File: config.mk
export PLATFORM = sky130hd
export DESIGN_NAME = invMixColumnsTop
export DESIGN_NICKNAME = d
export VERILOG_FILES = /design/src/invMixPkg.sv /design/src/invMixColumnsTop.sv /design/src/axiLiteReadSide.sv /design/src/axiLiteWriteSide.sv /design/src/invMixEngine.sv /design/src/invMixColumn.sv
export SDC_FILE = /design/constraint.sdc
export NUM_CORES = 1
export LEC_CHECK = 0
export BUFFER_PORTS_ARGS = -buffer_cell sky130_fd_sc_hd__buf_2
export CAP_MARGIN = 20
export CORE_ASPECT_RATIO = 1.5
export CORE_MARGIN = 3
export CORE_UTILIZATION = 35
export DETAILED_ROUTE_END_ITERATION = 12
export GPL_ROUTABILITY_DRIVEN = 0
export HOLD_SLACK_MARGIN = 0.15
export PLACE_DENSITY = 0.64
export SLEW_MARGIN = 30
export SYNTH_ARGS = -nofsm -noshare
export SYNTH_HDL_FRONTEND = slang
export SYNTH_SLANG_ARGS = --single-unit
File: constraint.sdc
create_clock -name clk -period 3.2 [get_ports clk]
set_input_delay 0.64 -clock clk [delete_from_list [all_inputs] [get_ports clk]]
set_output_delay 0.64 -clock clk [all_outputs]
set_load 0.1 [all_outputs]
File: src/invMixPkg.sv
package invMixPkg;

  localparam int ByteWidth = 8;
  localparam int ColumnWidth = 32;

  localparam int AxiAddrWidth = 8;
  localparam int AxiDataWidth = 32;

  // the register map counts in 32-bit word indices.
  localparam int StateBase = 0;
  localparam int ResultBase = 8;
  localparam int ControlAddr = 16;
  localparam int StatusAddr = 17;

  localparam logic [1:0] RespOkay = 2'b00;
  localparam logic [1:0] RespSlvErr = 2'b10;

  // low byte of the AES field polynomial x^8 + x^4 + x^3 + x + 1.
  localparam logic [ByteWidth-1:0] ReducePoly = 8'h1b;

  function automatic logic [ByteWidth-1:0] gfDouble(input logic [ByteWidth-1:0] value);
    logic [ByteWidth-1:0] shifted;
    shifted = {value[ByteWidth-2:0], 1'b0};
    return value[ByteWidth-1] ? (shifted ^ ReducePoly) : shifted;
  endfunction

  function automatic logic [ByteWidth-1:0] gfMul9(input logic [ByteWidth-1:0] value);
    logic [ByteWidth-1:0] times8;
    times8 = gfDouble(gfDouble(gfDouble(value)));
    return times8 ^ value;
  endfunction

  function automatic logic [ByteWidth-1:0] gfMul11(input logic [ByteWidth-1:0] value);
    logic [ByteWidth-1:0] times2;
    logic [ByteWidth-1:0] times8;
    times2 = gfDouble(value);
    times8 = gfDouble(gfDouble(times2));
    return times8 ^ times2 ^ value;
  endfunction

  function automatic logic [ByteWidth-1:0] gfMul13(input logic [ByteWidth-1:0] value);
    logic [ByteWidth-1:0] times4;
    logic [ByteWidth-1:0] times8;
    times4 = gfDouble(gfDouble(value));
    times8 = gfDouble(times4);
    return times8 ^ times4 ^ value;
  endfunction

  function automatic logic [ByteWidth-1:0] gfMul14(input logic [ByteWidth-1:0] value);
    logic [ByteWidth-1:0] times2;
    logic [ByteWidth-1:0] times4;
    logic [ByteWidth-1:0] times8;
    times2 = gfDouble(value);
    times4 = gfDouble(times2);
    times8 = gfDouble(times4);
    return times8 ^ times4 ^ times2;
  endfunction

endpackage
File: src/invMixColumnsTop.sv
`timescale 1ns/1ps

module invMixColumnsTop #(
  parameter int NumColumns = 4
) (
  input  logic clk,
  input  logic reset,
  input  logic [invMixPkg::AxiAddrWidth-1:0] awaddr,
  input  logic awvalid,
  output logic awready,
  input  logic [invMixPkg::AxiDataWidth-1:0] wdata,
  input  logic [3:0] wstrb,
  input  logic wvalid,
  output logic wready,
  output logic [1:0] bresp,
  output logic bvalid,
  input  logic bready,
  input  logic [invMixPkg::AxiAddrWidth-1:0] araddr,
  input  logic arvalid,
  output logic arready,
  output logic [invMixPkg::AxiDataWidth-1:0] rdata,
  output logic [1:0] rresp,
  output logic rvalid,
  input  logic rready
);

  logic [NumColumns*invMixPkg::ColumnWidth-1:0] stateColumns;
  logic [NumColumns*invMixPkg::ColumnWidth-1:0] resultColumns;
  logic start;
  logic busy;
  logic done;

  axiLiteWriteSide #(
    .NumColumns(NumColumns)
  ) writeSide (
    .clk(clk),
    .reset(reset),
    .awaddr(awaddr),
    .awvalid(awvalid),
    .awready(awready),
    .wdata(wdata),
    .wstrb(wstrb),
    .wvalid(wvalid),
    .wready(wready),
    .bresp(bresp),
    .bvalid(bvalid),
    .bready(bready),
    .stateColumns(stateColumns),
    .start(start)
  );

  invMixEngine #(
    .NumColumns(NumColumns)
  ) engine (
    .clk(clk),
    .reset(reset),
    .start(start),
    .stateColumns(stateColumns),
    .resultColumns(resultColumns),
    .busy(busy),
    .done(done)
  );

  axiLiteReadSide #(
    .NumColumns(NumColumns)
  ) readSide (
    .clk(clk),
    .reset(reset),
    .araddr(araddr),
    .arvalid(arvalid),
    .arready(arready),
    .rdata(rdata),
    .rresp(rresp),
    .rvalid(rvalid),
    .rready(rready),
    .stateColumns(stateColumns),
    .resultColumns(resultColumns),
    .busy(busy),
    .done(done)
  );

endmodule

File: src/axiLiteReadSide.sv
`timescale 1ns/1ps

module axiLiteReadSide #(
  parameter int NumColumns = 4
) (
  input  logic clk,
  input  logic reset,
  input  logic [invMixPkg::AxiAddrWidth-1:0] araddr,
  input  logic arvalid,
  output logic arready,
  output logic [invMixPkg::AxiDataWidth-1:0] rdata,
  output logic [1:0] rresp,
  output logic rvalid,
  input  logic rready,
  input  logic [NumColumns*invMixPkg::ColumnWidth-1:0] stateColumns,
  input  logic [NumColumns*invMixPkg::ColumnWidth-1:0] resultColumns,
  input  logic busy,
  input  logic done
);
  import invMixPkg::*;

  logic [AxiAddrWidth-3:0] wordAddr;
  logic [AxiDataWidth-1:0] readWord;
  logic [1:0] readResp;

  assign wordAddr = araddr[AxiAddrWidth-1:2];

  // unmapped words read as zero with a slave error.
  always_comb begin
    readWord = '0;
    readResp = RespSlvErr;
    for (int i = 0; i < NumColumns; i++) begin
      if (wordAddr == StateBase + i) begin
        readWord = stateColumns[i*ColumnWidth +: ColumnWidth];
        readResp = RespOkay;
      end
      if (wordAddr == ResultBase + i) begin
        readWord = resultColumns[i*ColumnWidth +: ColumnWidth];
        readResp = RespOkay;
      end
    end
    if (wordAddr == StatusAddr) begin
      readWord = {{(AxiDataWidth - 2){1'b0}}, done, busy};
      readResp = RespOkay;
    end
  end

  always_ff @(posedge clk) begin
    if (reset) begin
      arready <= 1'b0;
    end else begin
      arready <= arvalid && !rvalid && !arready;
    end
  end

  // data and response stay frozen while the master holds rready low.
  always_ff @(posedge clk) begin
    if (reset) begin
      rvalid <= 1'b0;
      rdata <= '0;
      rresp <= RespOkay;
    end else if (arready && arvalid) begin
      rvalid <= 1'b1;
      rdata <= readWord;
      rresp <= readResp;
    end else if (rready) begin
      rvalid <= 1'b0;
    end
  end

endmodule

File: src/axiLiteWriteSide.sv
`timescale 1ns/1ps

module axiLiteWriteSide #(
  parameter int NumColumns = 4
) (
  input  logic clk,
  input  logic reset,
  input  logic [invMixPkg::AxiAddrWidth-1:0] awaddr,
  input  logic awvalid,
  output logic awready,
  input  logic [invMixPkg::AxiDataWidth-1:0] wdata,
  // byte strobes are ignored and every write updates the full word.
  input  logic [3:0] wstrb,
  input  logic wvalid,
  output logic wready,
  output logic [1:0] bresp,
  output logic bvalid,
  input  logic bready,
  output logic [NumColumns*invMixPkg::ColumnWidth-1:0] stateColumns,
  output logic start
);
  import invMixPkg::*;

  logic [AxiAddrWidth-3:0] wordAddr;
  logic writeAccept;
  logic stateHit;
  logic controlHit;

  assign wordAddr = awaddr[AxiAddrWidth-1:2];
  assign writeAccept = awready && awvalid && wready && wvalid;
  assign controlHit = (wordAddr == ControlAddr);

  always_comb begin
    stateHit = 1'b0;
    for (int i = 0; i < NumColumns; i++) begin
      if (wordAddr == StateBase + i) begin
        stateHit = 1'b1;
      end
    end
  end

  // the start pulse is high in the very cycle the control write is taken.
  assign start = writeAccept && controlHit && wdata[0];

  // address and data are taken together, one write at a time.
  always_ff @(posedge clk) begin
    if (reset) begin
      awready <= 1'b0;
    end else begin
      awready <= awvalid && wvalid && !bvalid && !awready;
    end
  end

  assign wready = awready;

  always_ff @(posedge clk) begin
    if (reset) begin
      bvalid <= 1'b0;
      bresp <= RespOkay;
    end else if (writeAccept) begin
      bvalid <= 1'b1;
      bresp <= (stateHit || controlHit) ? RespOkay : RespSlvErr;
    end else if (bready) begin
      bvalid <= 1'b0;
    end
  end

  always_ff @(posedge clk) begin
    if (reset) begin
      stateColumns <= '0;
    end else if (writeAccept) begin
      for (int i = 0; i < NumColumns; i++) begin
        if (wordAddr == StateBase + i) begin
          stateColumns[i*ColumnWidth +: ColumnWidth] <= wdata;
        end
      end
    end
  end

endmodule

File: src/invMixEngine.sv
`timescale 1ns/1ps

module invMixEngine #(
  parameter int NumColumns = 4
) (
  input  logic clk,
  input  logic reset,
  input  logic start,
  input  logic [NumColumns*invMixPkg::ColumnWidth-1:0] stateColumns,
  output logic [NumColumns*invMixPkg::ColumnWidth-1:0] resultColumns,
  output logic busy,
  output logic done
);
  import invMixPkg::*;

  localparam int CountWidth = $clog2(NumColumns);
  localparam logic [CountWidth-1:0] LastColumn = CountWidth'(NumColumns - 1);

  logic [NumColumns*ColumnWidth-1:0] workColumns;
  logic [CountWidth-1:0] columnIndex;
  logic [ColumnWidth-1:0] currentColumn;
  logic [ColumnWidth-1:0] mixedColumn;

  assign currentColumn = workColumns[columnIndex*ColumnWidth +: ColumnWidth];

  invMixColumn columnUnit (
    .column(currentColumn),
    .mixedColumn(mixedColumn)
  );

  // a start is honored only when idle. The state is copied so that later
  // register writes cannot disturb the run in progress.
  always_ff @(posedge clk) begin
    if (reset) begin
      busy <= 1'b0;
      done <= 1'b0;
      columnIndex <= '0;
      workColumns <= '0;
      resultColumns <= '0;
    end else if (start && !busy) begin
      busy <= 1'b1;
      done <= 1'b0;
      columnIndex <= '0;
      workColumns <= stateColumns;
    end else if (busy) begin
      resultColumns[columnIndex*ColumnWidth +: ColumnWidth] <= mixedColumn;
      if (columnIndex == LastColumn) begin
        busy <= 1'b0;
        done <= 1'b1;
        columnIndex <= '0;
      end else begin
        columnIndex <= columnIndex + 1'b1;
      end
    end
  end

endmodule

File: src/invMixColumn.sv
`timescale 1ns/1ps

module invMixColumn (
  input  logic [invMixPkg::ColumnWidth-1:0] column,
  output logic [invMixPkg::ColumnWidth-1:0] mixedColumn
);
  import invMixPkg::*;

  logic [ByteWidth-1:0] b0;
  logic [ByteWidth-1:0] b1;
  logic [ByteWidth-1:0] b2;
  logic [ByteWidth-1:0] b3;

  // byte 0 of the column sits in the top byte of the word.
  assign b0 = column[31:24];
  assign b1 = column[23:16];
  assign b2 = column[15:8];
  assign b3 = column[7:0];

  // each output row is the 14 11 13 9 row rotated one place right.
  assign mixedColumn[31:24] = gfMul14(b0) ^ gfMul11(b1) ^ gfMul13(b2) ^ gfMul9(b3);
  assign mixedColumn[23:16] = gfMul9(b0) ^ gfMul14(b1) ^ gfMul11(b2) ^ gfMul13(b3);
  assign mixedColumn[15:8] = gfMul13(b0) ^ gfMul9(b1) ^ gfMul14(b2) ^ gfMul11(b3);
  assign mixedColumn[7:0] = gfMul11(b0) ^ gfMul13(b1) ^ gfMul9(b2) ^ gfMul14(b3);

endmodule

==> summary.txt <==
Status - complete, but fails checks
Failing checks - setup timing
Die width - 199 um
Ranking of synthesized cells by area - dfxtp_1 (44%), nand2_1 (11%), a21oi_1 (8.0%)
Hold Startpoint - rready
# setup viols final - 4
CP max stage delay - 640 ps
P_leak - 0.00827 uW
Crit-path cells - buf_12, mux4_2, xnor2_4, xor2_1, xnor3_1, xnor3_2, a22o_1
Total chip power - 10,300 uW
Endpoints failing hold - 0
Initial antenna violation count - 4
Synth Register Bits - 426
CTS Buf Count - 38
Post-route antenna net violation count - 0
Drt first-iter violations - 1,567
WP depth - 7
Largest net degree at the start of global routing - 137
Total clock sinks - 426
Peak supply drop - 0.363 mV
Fillers - 5,405
Post-synthesis cell area - 19,500 sq um
Row count - 105
Routed len/inst - 22.8 um
CTS tree - yes
Worst Setup SP - engine.columnIndex[0]
Nets - 2,306
Port buffer count - 89
Synthesized area per cell - 9.05 sq um
Worst-path maximum fanout - 16
Gr usage total - 22.4%
Worst Path Arrival - 3660 ps
Most common cell in the netlist - nand2_1
HP Class - in2reg
CP Capture Type - flip-flop
Cells after Synth - 2,158
Top cell type's share of synthesized area - 43.6%
Critical path buffers and inverters - 1
Clock Path Buffers - 3
Via count - 16,800
Layout cells sized above 1 - 17.3%
# DRC - 0
Worst R2R End - engine.resultColumns[3]
Hpwl dp - 43.8 mm
CTS root buf - clkbuf_16
Ys flop type - dfxtp_1
Layout area overhead - 15.9%
TritonRoute pass-1 iters - 6
Fin Setup TNS - -103 ps
DRT Wirelength - 67.6 mm
Slew headroom - 36.0%
Global-route wire length before repair - 99.6 mm
Post-synthesis async set-or-reset flop share - 0%
Worst EP required - 3630 ps
FMAX - 310 MHz
Post-synthesis sequential area ratio - 43.6%
DR vias/cell - 5.67
Hold Path Depth - 3
Reg2Reg Depth - 7
CTS HTree Levels - 2
Worst Clk Skew - 20.2 ps
Power Density - 453 nW/um^2
Delay-heaviest family, CP - XOR/XNOR gates
Tcrit/Tclk final - 101%
Clock latency on the worst-skew pair - 540 ps
Initial Utilization - 35.6%
Post-synthesis cell type count - 56
Top Ports - 100
Overflow left after global routing - 0
Vias in the first global route - 16,155
Die Area - 58,800 sq um
Leading area contributor after synthesis - dfxtp_1
MaxCap Viol Count - 0
Die height - 295 um
Core area - 54,900 sq um
CP startpoint kind - flip-flop
YS warnings - 0
Worst reg2reg startpoint - engine.columnIndex[0]
Crit path to - engine.resultColumns[3]
Post-synth EDFFs - 0
Post-synth top cells - nand2_1 (595), dfxtp_1 (426), a21oi_1 (314), clkbuf_1 (150), nor2_1 (133)
Slowest CP cell - mux4_2
Worst reg2reg setup slack - -30 ps
Fin. max-slew vios - 0
Final critical-path required period - 3230 ps
Cts hold-fix bufs - 0
Clk slew on worst S/H paths - 70 ps
Critical path type - reg2reg
PnR worst setup slack - -30.0 ps
Worst-margin pin slew - 958 ps
DP Worst Slack - -55.0 ps
cell type report:
cell class              instances  area (sq um)  area share, %
diodes                          3          7.51         0.0331
clock buffers                  58          1160           5.11
clock inverters                 8          77.6          0.343
inverters                       4          15.0         0.0663
multi-input cells            1549         10300           45.6
flip-flops and latches        426          8530           37.7
well taps                     695           870           3.84
repair buffers                222          1670           7.36
cell families after synthesis:
logic type / count (synthesis) / synth area share [%]
mux: 65 / 6.56
compound gates: 546 / 17.5
fa+ha+maj: 6 / 0.384
other cells: 1 / 0.0192
flops: 426 / 43.6
buf+inv: 184 / 3.95
simple gates: 773 / 15.5
xor+xnor: 157 / 12.4
metal layers:
metal / track usage [%] / part of all wire [%] / vias to the layer above
met5: 0 / 0 / -
met2: 38.0 / 48 / 809
met1: 26.9 / 38 / 8158
met3: 3.57 / 7.9 / 207
met4: 12.6 / 6.1 / 0
li1: - / - / 7626
worst min-delay path by stage:
stage	to	slack, ps
final	readSide.rvalid	350
after global routing	writeSide.stateColumns[22]	360
after CTS	writeSide.awready	340
after detailed placement	readSide.rdata[30]	440
after global placement	writeSide.awready	430
after floorplan	engine.workColumns[64]	430
registers in the layout (all words and copies together) (netlist names), 2 cells and up:
register / cells
engine.columnIndex: 2
readSide.rdata: 32
engine.resultColumns: 128
writeSide.stateColumns: 128
engine.workColumns: 128
worst reg2reg max path: stages, from the launching register on:
cell,delay [ps]
dfxtp_2,380
buf_12,200
mux4_2,660
xnor2_4,320
xor2_1,340
xnor3_1,540
xnor3_2,460
a22o_1,230
per-stage QoR:
step / cell area [sq um] / util (%) / hold slack (ps) / instances
5_1_grt: 22600 / 41.2 / 364 / 2962
3_5_place_dp: 21300 / 38.7 / 441 / 2881
6_report: 22600 / 41.2 / 352 / 2965
2_1_floorplan: 19500 / - / 433 / 2159
3_3_place_gp: 21300 / 38.7 / 429 / 2881
4_1_cts: 22500 / 41.0 / 345 / 2951
power breakdown:
| group | switching (uW) | internal (uW) | total, uW |
|---|---|---|---|
| logic | 268 | 74.4 | 343 |
| clock network | 2040 | 2580 | 4620 |
| registers | 4.33 | 5300 | 5310 |
layout by cell type, fill, tap and decap left out, types with 11 or more instances in the layout:
master / Yosys / final
dfxtp_1: 426 / 424
a22oi_1: 102 / 102
xnor2_1: 53 / 51
o211ai_1: 34 / 34
clkbuf_8: 0 / 11
o221ai_1: 12 / 12
mux2_2: 15 / 15
clkbuf_16: 0 / 39
nor2_1: 133 / 129
a22o_1: 42 / 42
nand2_1: 595 / 595
xor2_1: 26 / 25
a21oi_1: 314 / 314
buf_12: 1 / 17
buf_2: 9 / 88
xnor2_2: 9 / 11
mux4_2: 49 / 49
a221oi_1: 28 / 28
xnor3_1: 50 / 49
buf_4: 6 / 116
what timing repair did:
item,in CTS,in global routing
buffers inserted,4,11
gates resized for setup,1,4
pin swaps,0,3
endpoints found under the setup margin,20,31
Power figures use the tool's default switching activity.
